File: src/rtl/fetch_core_macros.svh
// Size and address constants for the fetch core
// Reset fetch address, in-flight read limit, register count

`ifndef FETCH_CORE_MACROS_SVH
`define FETCH_CORE_MACROS_SVH

// First instruction address after reset
`define FC_RESET_ADDR 32'h0000_0100

// Most instruction reads allowed outstanding at once
`define FC_MAX_IN_FLIGHT 4

// Counter width, must hold FC_MAX_IN_FLIGHT itself
`define FC_IN_FLIGHT_BITS 3

// Architectural registers, r0 included
`define FC_NUM_REGS 16

`endif

File: src/rtl/fetch_core_pkg.sv
// Shared types for the fetch core
// Vector typedefs for addresses, words and instruction fields
// Opcode constants

package fetch_core_pkg;

  // --------------------
  // Vector types
  // --------------------

  // Byte address of an instruction word
  typedef logic [31:0] addr_t;
  // Raw 32-bit instruction
  typedef logic [31:0] inst_t;
  // Register and ALU data
  typedef logic [31:0] word_t;
  // Register index, 16 registers
  typedef logic [3:0]  reg_idx_t;
  // Top four bits of the instruction
  typedef logic [3:0]  opcode_t;
  // Low half of the instruction
  typedef logic [15:0] imm_t;

  // --------------------
  // Opcode values
  // --------------------

  // Codes 8 to 15 decode as NOP
  localparam opcode_t OP_NOP  = 4'd0;
  localparam opcode_t OP_ADD  = 4'd1;
  localparam opcode_t OP_SUB  = 4'd2;
  localparam opcode_t OP_AND  = 4'd3;
  localparam opcode_t OP_OR   = 4'd4;
  localparam opcode_t OP_XOR  = 4'd5;
  // Sign-extended immediate added to rs1
  localparam opcode_t OP_ADDI = 4'd6;
  // Immediate placed in the upper half
  localparam opcode_t OP_LUI  = 4'd7;

endpackage

File: src/rtl/fetch_core_ifs.sv
// Internal val/rdy interfaces between the core stages
// Fetch to decode, decode to execute, execute to result, register file

`timescale 1ns/100ps

// Fetched instruction with its address
interface fetch_decode_if;
  import fetch_core_pkg::*;
  logic  val;
  logic  rdy;
  addr_t pc;
  inst_t inst;
  modport fetch  (output val, pc, inst, input rdy);
  modport decode (input val, pc, inst, output rdy);
endinterface

// Decoded instruction with operands
interface decode_execute_if;
  import fetch_core_pkg::*;
  logic     val;
  logic     rdy;
  addr_t    pc;
  opcode_t  op;
  reg_idx_t rd;
  word_t    a;
  // rs2 value or raw immediate in the low half
  word_t    b;
  modport producer (output val, pc, op, rd, a, b, input rdy);
  modport consumer (input val, pc, op, rd, a, b, output rdy);
endinterface

// Executed result on its way to retire
interface execute_result_if;
  import fetch_core_pkg::*;
  logic     val;
  logic     rdy;
  addr_t    pc;
  reg_idx_t rd;
  word_t    data;
  logic     we;
  modport producer (output val, pc, rd, data, we, input rdy);
  modport consumer (input val, pc, rd, data, we, output rdy);
endinterface

// Operand reads plus retire notice for the scoreboard
interface regfile_if;
  import fetch_core_pkg::*;
  reg_idx_t rs1;
  reg_idx_t rs2;
  word_t    rdata1;
  word_t    rdata2;
  logic     retire_val;
  reg_idx_t retire_rd;
  modport read    (output rs1, rs2, input rdata1, rdata2, retire_val, retire_rd);
  modport regfile (input rs1, rs2, output rdata1, rdata2, retire_val, retire_rd);
endinterface

File: src/rtl/alu_execute.sv
// Execute stage
// Single-cycle ALU and its output register

`timescale 1ns/100ps

module alu_execute (
  input logic                clk,
  input logic                rst,
  decode_execute_if.consumer dx,
  execute_result_if.producer xr
);
  import fetch_core_pkg::*;

  imm_t     imm;
  word_t    result;
  logic     we;
  logic     in_xfer;
  logic     out_val;
  addr_t    out_pc;
  reg_idx_t out_rd;
  word_t    out_data;
  logic     out_we;

  // --------------------
  // ALU
  // --------------------

  // Immediate sits in the low half of b
  assign imm = dx.b[15:0];

  always_comb begin
    case (dx.op)
      OP_ADD:  result = dx.a + dx.b;
      OP_SUB:  result = dx.a - dx.b;
      OP_AND:  result = dx.a & dx.b;
      OP_OR:   result = dx.a | dx.b;
      OP_XOR:  result = dx.a ^ dx.b;
      OP_ADDI: result = dx.a + {{16{imm[15]}}, imm};
      OP_LUI:  result = {imm, 16'h0000};
      // NOP and the unused codes
      default: result = '0;
    endcase
  end

  // Real ops only, and never r0
  assign we = (dx.op >= OP_ADD) && (dx.op <= OP_LUI) && (dx.rd != '0);

  // --------------------
  // Output register
  // --------------------

  assign dx.rdy  = !out_val || xr.rdy;
  assign in_xfer = dx.val && dx.rdy;

  always_ff @(posedge clk) begin
    if (rst) begin
      out_val <= 1'b0;
    end else if (in_xfer) begin
      out_val <= 1'b1;
    end else if (xr.rdy) begin
      out_val <= 1'b0;
    end
  end

  always_ff @(posedge clk) begin
    if (in_xfer) begin
      out_pc   <= dx.pc;
      out_rd   <= dx.rd;
      out_data <= result;
      out_we   <= we;
    end
  end

  assign xr.val  = out_val;
  assign xr.pc   = out_pc;
  assign xr.rd   = out_rd;
  assign xr.data = out_data;
  assign xr.we   = out_we;

endmodule

File: src/rtl/fetch_core_top.sv
// Fetch core top level
// Fetch, decode, execute and result stages joined by interfaces

`timescale 1ns/100ps

module fetch_core_top (
  input  logic                     clk,
  input  logic                     rst,

  // Instruction memory request
  output logic                     imem_req_val,
  input  logic                     imem_req_rdy,
  output fetch_core_pkg::addr_t    imem_req_addr,

  // Instruction memory response
  input  logic                     imem_resp_val,
  output logic                     imem_resp_rdy,
  input  fetch_core_pkg::addr_t    imem_resp_addr,
  input  fetch_core_pkg::inst_t    imem_resp_data,

  // Retired instruction
  output logic                     res_val,
  input  logic                     res_rdy,
  output fetch_core_pkg::addr_t    res_pc,
  output fetch_core_pkg::reg_idx_t res_rd,
  output logic                     res_we,
  output fetch_core_pkg::word_t    res_data
);

  // Stage links
  fetch_decode_if   fd_if ();
  decode_execute_if dx_if ();
  execute_result_if xr_if ();
  regfile_if        rf_if ();

  // --------------------
  // Stages
  // --------------------

  fetch_unit fetch0 (
    .clk            (clk),
    .rst            (rst),
    .imem_req_val   (imem_req_val),
    .imem_req_rdy   (imem_req_rdy),
    .imem_req_addr  (imem_req_addr),
    .imem_resp_val  (imem_resp_val),
    .imem_resp_rdy  (imem_resp_rdy),
    .imem_resp_addr (imem_resp_addr),
    .imem_resp_data (imem_resp_data),
    .fd             (fd_if.fetch)
  );

  inst_decode decode0 (
    .clk (clk),
    .rst (rst),
    .fd  (fd_if.decode),
    .rf  (rf_if.read),
    .dx  (dx_if.producer)
  );

  alu_execute execute0 (
    .clk (clk),
    .rst (rst),
    .dx  (dx_if.consumer),
    .xr  (xr_if.producer)
  );

  // Also owns the register file
  result_writeback result0 (
    .clk      (clk),
    .rst      (rst),
    .xr       (xr_if.consumer),
    .rf       (rf_if.regfile),
    .res_val  (res_val),
    .res_rdy  (res_rdy),
    .res_pc   (res_pc),
    .res_rd   (res_rd),
    .res_we   (res_we),
    .res_data (res_data)
  );

endmodule

File: src/rtl/fetch_unit.sv
// Instruction fetch unit
// Sequential address counter, in-flight read limit, response pass-through

`timescale 1ns/100ps
`include "fetch_core_macros.svh"

module fetch_unit (
  input  logic                  clk,
  input  logic                  rst,

  // Memory request side
  output logic                  imem_req_val,
  input  logic                  imem_req_rdy,
  output fetch_core_pkg::addr_t imem_req_addr,

  // Memory response side, in request order
  input  logic                  imem_resp_val,
  output logic                  imem_resp_rdy,
  input  fetch_core_pkg::addr_t imem_resp_addr,
  input  fetch_core_pkg::inst_t imem_resp_data,

  // Toward decode
  fetch_decode_if.fetch         fd
);

  // Limit in counter width
  localparam logic [`FC_IN_FLIGHT_BITS-1:0] max_in_flight =
    `FC_IN_FLIGHT_BITS'(`FC_MAX_IN_FLIGHT);

  logic                          req_xfer;
  logic                          resp_xfer;
  logic [`FC_IN_FLIGHT_BITS-1:0] in_flight;
  logic [`FC_IN_FLIGHT_BITS-1:0] in_flight_next;
  logic [31:0]                   next_addr;

  // --------------------
  // Transfers
  // --------------------

  assign req_xfer  = imem_req_val & imem_req_rdy;
  assign resp_xfer = imem_resp_val & imem_resp_rdy;

  // --------------------
  // In-flight count
  // --------------------

  // Up on request, down on response
  // Both on one edge leaves it unchanged
  always_comb begin
    in_flight_next = in_flight;
    if (req_xfer && !resp_xfer) begin
      in_flight_next = in_flight + 1'b1;
    end else if (resp_xfer && !req_xfer) begin
      in_flight_next = in_flight - 1'b1;
    end
  end

  always_ff @(posedge clk) begin
    if (rst) begin
      in_flight <= '0;
    end else begin
      in_flight <= in_flight_next;
    end
  end

  // --------------------
  // Request address
  // --------------------

  // Word-sequential, one step per accepted request
  always_ff @(posedge clk) begin
    if (rst) begin
      next_addr <= `FC_RESET_ADDR;
    end else if (req_xfer) begin
      next_addr <= next_addr + 32'd4;
    end
  end

  // Request whenever below the limit
  assign imem_req_val  = (in_flight < max_in_flight);
  assign imem_req_addr = next_addr;

  // --------------------
  // Response path
  // --------------------

  // Straight to decode, no buffering
  assign fd.val        = imem_resp_val;
  assign fd.pc         = imem_resp_addr;
  assign fd.inst       = imem_resp_data;
  // Decode back-pressure goes to memory
  assign imem_resp_rdy = fd.rdy;

endmodule

File: src/rtl/inst_decode.sv
// Instruction decode stage
// Field split, operand read, busy-register scoreboard, output register

`timescale 1ns/100ps
`include "fetch_core_macros.svh"

module inst_decode (
  input logic                clk,
  input logic                rst,
  fetch_decode_if.decode     fd,
  regfile_if.read            rf,
  decode_execute_if.producer dx
);
  import fetch_core_pkg::*;

  opcode_t                 opcode;
  reg_idx_t                rd;
  reg_idx_t                rs1;
  reg_idx_t                rs2;
  imm_t                    imm;
  logic                    uses_rs1;
  logic                    uses_rs2;
  logic                    writes_rd;
  logic                    hazard;
  logic                    in_xfer;
  word_t                   b_sel;
  logic [`FC_NUM_REGS-1:0] busy;
  logic                    out_val;
  addr_t                   out_pc;
  opcode_t                 out_op;
  reg_idx_t                out_rd;
  word_t                   out_a;
  word_t                   out_b;

  // --------------------
  // Field split
  // --------------------

  assign opcode = fd.inst[31:28];
  assign rd     = fd.inst[27:24];
  assign rs1    = fd.inst[23:20];
  assign rs2    = fd.inst[19:16];
  assign imm    = fd.inst[15:0];

  // Which fields are live for this opcode
  always_comb begin
    uses_rs1 = 1'b0;
    uses_rs2 = 1'b0;
    case (opcode)
      OP_ADD, OP_SUB, OP_AND, OP_OR, OP_XOR: begin
        uses_rs1 = 1'b1;
        uses_rs2 = 1'b1;
      end
      OP_ADDI: uses_rs1 = 1'b1;
      default: ;
    endcase
  end

  // Writes to r0 count as no write
  assign writes_rd = (opcode >= OP_ADD) && (opcode <= OP_LUI) && (rd != '0);

  // Operand read and b select
  assign rf.rs1 = rs1;
  assign rf.rs2 = rs2;
  assign b_sel  = (opcode == OP_ADDI || opcode == OP_LUI) ? {16'h0000, imm} : rf.rdata2;

  // --------------------
  // Scoreboard
  // --------------------

  // Stall on any live register still in flight
  assign hazard = (uses_rs1 && busy[rs1]) || (uses_rs2 && busy[rs2]) ||
                  (writes_rd && busy[rd]);

  assign fd.rdy  = !(out_val && !dx.rdy) && !hazard;
  assign in_xfer = fd.val && fd.rdy;

  // Set on issue, cleared on retire
  // r0 never gets set since writes_rd excludes it
  always_ff @(posedge clk) begin
    if (rst) begin
      busy <= '0;
    end else begin
      if (rf.retire_val) begin
        busy[rf.retire_rd] <= 1'b0;
      end
      if (in_xfer && writes_rd) begin
        busy[rd] <= 1'b1;
      end
    end
  end

  // --------------------
  // Output register
  // --------------------

  always_ff @(posedge clk) begin
    if (rst) begin
      out_val <= 1'b0;
    end else if (in_xfer) begin
      out_val <= 1'b1;
    end else if (dx.rdy) begin
      out_val <= 1'b0;
    end
  end

  // Payload held until execute takes it
  always_ff @(posedge clk) begin
    if (in_xfer) begin
      out_pc <= fd.pc;
      out_op <= opcode;
      out_rd <= rd;
      out_a  <= rf.rdata1;
      out_b  <= b_sel;
    end
  end

  assign dx.val = out_val;
  assign dx.pc  = out_pc;
  assign dx.op  = out_op;
  assign dx.rd  = out_rd;
  assign dx.a   = out_a;
  assign dx.b   = out_b;

endmodule

File: src/rtl/result_writeback.sv
// Result stage
// Register file, result port register, retire notice to decode

`timescale 1ns/100ps
`include "fetch_core_macros.svh"

module result_writeback (
  input  logic                     clk,
  input  logic                     rst,
  execute_result_if.consumer       xr,
  regfile_if.regfile               rf,
  output logic                     res_val,
  input  logic                     res_rdy,
  output fetch_core_pkg::addr_t    res_pc,
  output fetch_core_pkg::reg_idx_t res_rd,
  output logic                     res_we,
  output fetch_core_pkg::word_t    res_data
);
  import fetch_core_pkg::*;

  word_t regs [`FC_NUM_REGS];
  logic  in_xfer;
  logic  res_xfer;

  assign xr.rdy   = !res_val || res_rdy;
  assign in_xfer  = xr.val && xr.rdy;
  assign res_xfer = res_val && res_rdy;

  // --------------------
  // Result register
  // --------------------

  always_ff @(posedge clk) begin
    if (rst) begin
      res_val <= 1'b0;
    end else if (in_xfer) begin
      res_val <= 1'b1;
    end else if (res_rdy) begin
      res_val <= 1'b0;
    end
  end

  always_ff @(posedge clk) begin
    if (in_xfer) begin
      res_pc   <= xr.pc;
      res_rd   <= xr.rd;
      res_we   <= xr.we;
      res_data <= xr.data;
    end
  end

  // --------------------
  // Register file
  // --------------------

  // Written only when the result leaves
  always_ff @(posedge clk) begin
    if (rst) begin
      for (int i = 0; i < `FC_NUM_REGS; i++) begin
        regs[i] <= '0;
      end
    end else if (res_xfer && res_we && (res_rd != '0)) begin
      regs[res_rd] <= res_data;
    end
  end

  // r0 hardwired to zero
  assign rf.rdata1 = (rf.rs1 == '0) ? '0 : regs[rf.rs1];
  assign rf.rdata2 = (rf.rs2 == '0) ? '0 : regs[rf.rs2];

  // Clears the busy bit in the same edge as the write
  assign rf.retire_val = res_xfer && res_we;
  assign rf.retire_rd  = res_rd;

endmodule
File: config.mk
export PLATFORM = sky130hd
export DESIGN_NAME = fetch_core_top
export DESIGN_NICKNAME = d
export VERILOG_FILES = /design/src/rtl/fetch_core_pkg.sv /design/src/rtl/fetch_core_ifs.sv /design/src/rtl/alu_execute.sv /design/src/rtl/fetch_core_top.sv /design/src/rtl/fetch_unit.sv /design/src/rtl/inst_decode.sv /design/src/rtl/result_writeback.sv
export VERILOG_INCLUDE_DIRS = /design/src /design/src/rtl
export SDC_FILE = /design/constraint.sdc
export NUM_CORES = 2
export LEC_CHECK = 0
export ABC_AREA = 1
export BUFFER_PORTS_ARGS = -buffer_cell sky130_fd_sc_hd__buf_2
export CAP_MARGIN = 20
export CORE_ASPECT_RATIO = 0.8
export CORE_MARGIN = 2
export CORE_UTILIZATION = 55
export CTS_BUF_LIST = sky130_fd_sc_hd__clkbuf_16
export CTS_CLUSTER_SIZE = 28
export DETAILED_ROUTE_END_ITERATION = 12
export PLACE_DENSITY = 0.79
export SLEW_MARGIN = 25
export SYNTH_ARGS = -nofsm -noshare
export SYNTH_HDL_FRONTEND = slang
export SYNTH_SLANG_ARGS = --single-unit
File: constraint.sdc
create_clock -name clk -period 5.63 [get_ports clk]
set_input_delay 1.126 -clock clk [delete_from_list [all_inputs] [get_ports clk]]
set_output_delay 1.126 -clock clk [all_outputs]
set_load 0.05 [all_outputs]
# After elaboration in Yosys (flattened, before gate mapping)
# Memories as Yosys holds them, arrays and structs flattened. A register that Yosys moved wholly into a read port is not among the register bits.
# Index checks and enable logic that the tools add are counted.
# word_totals
register_bits	264
ram_bits	512
input_bits	69
output_inout_bits	104
word_cells	138
n_memories	1
# mem_list
name	depth	word_bits	read_ports	rd_ports_with_merged_regs	write_ports	line_no	source
result0.regs	16	32	2	1	16	result_writeback.sv:21	word_t regs [`FC_NUM_REGS];
# classes
add_sub_neg	6
order_cmp	11
eq_ne	14
mux	34
bitwise_logic	8
reduce_logical	45
# op_table
op	n
$pmux W32 S7	1
$mux W16	5
$add A32 B32 Y32	2
$add A32 B3 Y32 const B	1
$and A32 B32 Y32	1
$eq A4 B3 Y1 const B	8
$mux W32	1
$or A32 B32 Y32	1
$reduce_or A32 Y1	1
$sub A32 B32 Y32	1
$xor A32 B32 Y32	1
$logic_and A1 B1 Y1	20
$lt A4 B5 Y1 const B	4
$mux W1	19
$and A16 B16 Y16	1
$eq A4 B2 Y1 const B	4
$ge A4 B1 Y1 const B	4
$not A16 Y16	1
$or A16 B16 Y16	1
$bmux W1 S4	3
$reduce_bool A4 Y1	3
$demux W1 S4	2
$eq A4 B1 Y1 const B	2
$le A4 B3 Y1 const B	2
other kinds (13)	29

# Longest topological paths before layout
# logic_depth
word_depth	12
ltp_mapped	23
mapped_depth_nobuf	23

# Modules after synthesis
# From an unflattened synthesis, not the netlist that was laid out.
# unflattened
cells_unflattened	5818
hier_area_um2	46080.4
# by_module_without_submodules
mod	n_inst	cells_each	area_per_inst_um2	seq_area_each_um2
result_writeback	1	4143	31934.4	17466.8
alu_execute	1	901	6912.9	2092.0
inst_decode	1	443	4924.7	3463.3
fetch_unit	1	331	2308.5	660.6

# Least setup slack after synthesis
# OpenSTA, ideal clock, no wires.
# synth_timing
path_type	input to register
startpoint	input res_rdy
endpoint	register result0.res_data[0], enable pin
setup_ps	519
t_arrival_ps	4495
t_required_ps	5111
setup_slack_ps	616
path_stages	2
path_buffers	0
cell_sequence	inv_1 > a21oi_1
# synth_between
elab_chain_len	2
# synth_rtl
item	line_no	source
from (decl)	fetch_core_top.sv:23	input logic res_rdy,
$logic_or A1 B1 Y1	result_writeback.sv:25	assign xr.rdy = !res_val || res_rdy;
$logic_and A1 B1 Y1	result_writeback.sv:26	assign in_xfer = xr.val && xr.rdy;
via result0.in_xfer	result_writeback.sv:22	logic in_xfer;
to (signal assigned)	result_writeback.sv:48	res_data <= xr.data;
to (decl)	result_writeback.sv:17	output fetch_core_pkg::word_t res_data
# The timed path passes the listed nets, and every way through them passes these cells.
# A chain may end at the register's enable or synchronous reset.

# Worst setup path in the final report
# layout_timing
startpoint	input imem_resp_data[21]
endpoint	output imem_resp_rdy
# layout_between
elab_chain_len	7
# layout_rtl
item	line_no	source
from (decl)	fetch_core_top.sv:19	input fetch_core_pkg::inst_t imem_resp_data,
$bmux W1 S4	inst_decode.sv:72	assign hazard = (uses_rs1 && busy[rs1]) || (uses_rs2 && busy[rs2]) ||
$mux W1 (not written as such)	inst_decode.sv:72	
$logic_and A1 B1 Y1	inst_decode.sv:72	
$logic_or A1 B1 Y1 (2 in a row)	inst_decode.sv:72	
$logic_not A1 Y1	inst_decode.sv:75	assign fd.rdy = !(out_val && !dx.rdy) && !hazard;
$logic_and A1 B1 Y1	inst_decode.sv:75	
to (decl)	fetch_core_top.sv:17	output logic imem_resp_rdy,
# No other way between the ends. The select of a mux whose other input is x is not followed.

==> results.json <==
{
  "dieWidth_um": 314,
  "p_per_area_nw_per_um2": 310,
  "ant_nets": 0,
  "synth_top_cell_by_area": "edfxtp_1",
  "ir_drop_v": 0.000204,
  "grt_max_degree": 244,
  "ys_warn_count": 0,
  "critPathRequiredTime_ns": 4.50,
  "cts_hold_buffers": 0,
  "critPathSlowestCell": "clkbuf_8",
  "final-setup-viol-count": 0,
  "rsz0062_at_grt": "no",
  "vias_per_cell": 6.36,
  "core_region_area_sq_um": 75700,
  "register_area_sq_um": 23700,
  "slew_headroom_pct": 20.3,
  "grt_first_pass_wirelength_um": 205000,
  "final_common_cell": "nor2_1",
  "setup-tns-final_ns": 0,
  "leakage_nw": 17.8,
  "rr_worst_depth": 18,
  "skew_ns": 0.0223,
  "finalMaxSlewViolations": 0,
  "dp_hpwl_um": 90200,
  "synth_area_leaders": "edfxtp_1 54%, o21ai_0 8.0%, nor2_1 7.5%, nand2_1 4.5%, a21oi_1 4.2%",
  "stdcell_area_sq_um": 46300,
  "place.gp.congestion": 0.992,
  "r2r_start": "decode0.dx.op[3]",
  "multi_input_area_sq_um": 15900,
  "drc_errors": 0,
  "setup.worst_path.start_class": "input port",
  "clk_pin_slew_ns": 0.07,
  "hold_violations": 0,
  "cts_tree": "done",
  "drive_gt1_share_pct": 8.62,
  "synth_xor_area_share_pct": 0.540,
  "clk_latency_ns": 0.66,
  "arrival_ns": 3.23,
  "min_path_cells": 0,
  "cts_resized": 0,
  "critPathMaxFanout": 120,
  "fin_nets": 4834,
  "portBuffers": 170,
  "area_delta_synth_final_pct": 9.93,
  "grt_pass1_vias": 32800,
  "critPathCaptureType": "output port",
  "synth.area.mux_share_pct": 0,
  "wl_um": 141000,
  "synth_seq_cells": 806,
  "drt_iter0_drc": 7462,
  "synth_area_sq_um": 42200,
  "antenna_found_initial": 4,
  "status": "complete, no violations",
  "holdCritStartpoint": "execute0.xr.data[21]",
  "post-route-min-period_ns": 4.36,
  "grt_usage_pct": 34.5,
  "hp-class": "register to register",
  "placed_area_sq_um": 43700,
  "die_area_sq_um": 78900,
  "drv_cap": 0,
  "crit_chain": "clkbuf_8 -> inv_1 -> a21oi_1 -> o21ai_0 -> nand3_1 -> nand3_1 -> nand2_1 -> nand2_1 -> nor2_4 -> buf_2",
  "worst_hold_path.endpoint": "result0.res_data[21]",
  "htreeDepth": 3,
  "yosys_most_used_dff": "edfxtp_1",
  "reg2reg_slack_ns": 1.48,
  "rows": 90,
  "fmax_ghz": 0.229,
  "syn_inst": 4639,
  "ios": 173,
  "critPathKind": "input port to output port",
  "first_pass_iters": 7,
  "crit_buf_inv": 3,
  "post_cts_buffers": 0,
  "synth_compound_area_share_pct": 17.2,
  "cts_sinks": 806,
  "synthSimpleGateAreaFrac_pct": 16.3,
  "synthAdderAreaFrac_pct": 3.12,
  "initial_core_util_pct": 55.7,
  "tightest_slew_ns": 1.20,
  "cp-startpoint": "imem_resp_data[21]",
  "cts-root-buf": "clkbuf_16",
  "synth_top_cell_area_share_pct": 53.7,
  "numCtsBuffers": 82,
  "nFillCells": 6263,
  "routedWlPerCell_um": 24.5,
  "vias": 36500,
  "ys_seq_area_share_pct": 56.2,
  "synth.distinct_cells": 45,
  "die_h_um": 252,
  "async_flop_share_pct": 0,
  "synth_top_family_by_area": "compound AO/OA/AOI/OAI gates",
  "grt_overflow": 0,
  "worstReg2RegEnd": "execute0.xr.data[18]",
  "critPathMaxStageDelay_ns": 0.61,
  "cts_buffer_depth": 3,
  "fin_crit_sh_pct": 77.5,
  "crit_family": "buffers and inverters",
  "layout_common_cells": "839 x nor2_1, 754 x edfxtp_1, 677 x o21ai_0",
  "synth-edff-count": 754,
  "avgSynthCellArea_sq_um": 9.09
}
==> cells by family after synthesis <==
logic type      Yosys count
buf+inv                 715
flops                   806
fa+ha+maj               104
other cells               1
compound gates         1313
simple gates           1674
xor+xnor                 26
==> per-layer routing <==
metal | wire, um | vias up | global-route usage (%)
met5 | 42 | - | 0
met4 | 5830 | 6 | 13.0
met3 | 22500 | 413 | 11.9
met2 | 58300 | 2889 | 48.8
met1 | 53800 | 17100 | 49.0
li1 | - | 16100 | -
==> worst max-delay path by stage <==
stage	end	slack (ns)	cells after the start
6_report	imem_resp_rdy	1.27	10
5_1_grt	imem_resp_rdy	1.05	10
4_1_cts	imem_resp_rdy	1.31	10
3_5_place_dp	decode0.dx.pc[26]	1.23	12
3_3_place_gp	decode0.dx.pc[12]	1.27	12
2_1_floorplan	result0.res_data[0]	0.62	2
==> stage by stage <==
stage | util, % | worst slack, ns | hold WS [ns] | std cells | power [W]
after floorplan | - | 0.616 | 0.400 | 4672 | 0.00833
after global placement | 57.8 | 1.27 | 0.401 | 5589 | 0.00898
after detailed placement | 57.8 | 1.23 | 0.405 | 5589 | 0.00901
after CTS | 61.2 | 1.31 | 0.407 | 5735 | 0.0143
after global routing | 61.2 | 1.05 | 0.424 | 5735 | 0.0148
final | 61.2 | 1.27 | 0.411 | 5737 | 0.0144
==> worst register-to-register path: stages, from the launching register on <==
cell and delay, ns:
edfxtp_1 0.46, nor2_1 0.19, inv_1 0.11, nor2_2 0.10, buf_4 0.27, inv_1 0.34, nor2_1 0.22, xor2_1 0.09
ha_1 0.34, nand2_1 0.10, a21oi_1 0.42, nand2_1 0.10, nand2_1 0.15, nand2_1 0.07, nand2_1 0.19, a21oi_1 0.14
or2_2 0.29, nand3_1 0.10, nand2_1 0.17
==> power breakdown <==
group / total (W) / leakage [nW] / internal, W / switching [W]
clock network: 0.00537 / 1.34 / 0.00303 / 0.00235
logic: 0.00192 / 8.50 / 0.000519 / 0.00140
registers: 0.00707 / 7.95 / 0.00686 / 0.000215
total: 0.0144 / 17.8 / 0.0104 / 0.00396
==> area by class of cell <==
type / instances / share of cell area, %
Timing Repair Buffer: 234 / 3.06
Sequential cell: 806 / 51.1
Antenna cell: 2 / 0.0108
Multi-Input combinational cell: 3151 / 34.3
Clock inverter: 62 / 1.07
Inverter: 386 / 3.14
Clock buffer: 84 / 4.54
Tap cell: 1012 / 2.73
==> synth_stat cells (3+ instances only) <==
| master | number |
|---|---|
| ha_1 | 102 |
| o2111ai_1 | 11 |
| nand3b_1 | 4 |
| edfxtp_1 | 754 |
| a21boi_0 | 10 |
| a22oi_1 | 14 |
| a221oi_1 | 12 |
| o21ai_0 | 677 |
| dfxtp_1 | 52 |
| o21a_1 | 5 |
| xor2_1 | 23 |
| xnor2_1 | 3 |
| nor2_2 | 6 |
| nand4_1 | 40 |
| nor4_1 | 5 |
| buf_4 | 6 |
| buf_2 | 76 |
| inv_1 | 384 |
| buf_1 | 41 |
| nor3b_1 | 3 |
| o21bai_1 | 4 |
| nor3_1 | 35 |
| nor2_4 | 5 |
| o22ai_1 | 15 |
| o31ai_1 | 16 |
| nand2_1 | 509 |
| nor2_1 | 842 |
| or2_2 | 16 |
| a21oi_1 | 351 |
| a22o_1 | 16 |
| clkbuf_1 | 204 |
| nand4_2 | 3 |
| nand3_1 | 202 |
| o211ai_1 | 129 |
| a31oi_1 | 50 |
==> sequential cells by signal (all words and copies together), names as in the netlist, 4 cells and up <==
signal and flops:
result0.regs 512, decode0.dx.a 32, decode0.dx.b 32, decode0.dx.pc 32
execute0.xr.data 32, execute0.xr.pc 32, result0.res_data 32, result0.res_pc 32
fetch0.imem_req_addr 30, decode0.busy 16, decode0.dx.op 4, decode0.dx.rd 4
execute0.xr.rd 4, result0.res_rd 4
Power figures use the tool's default switching activity.
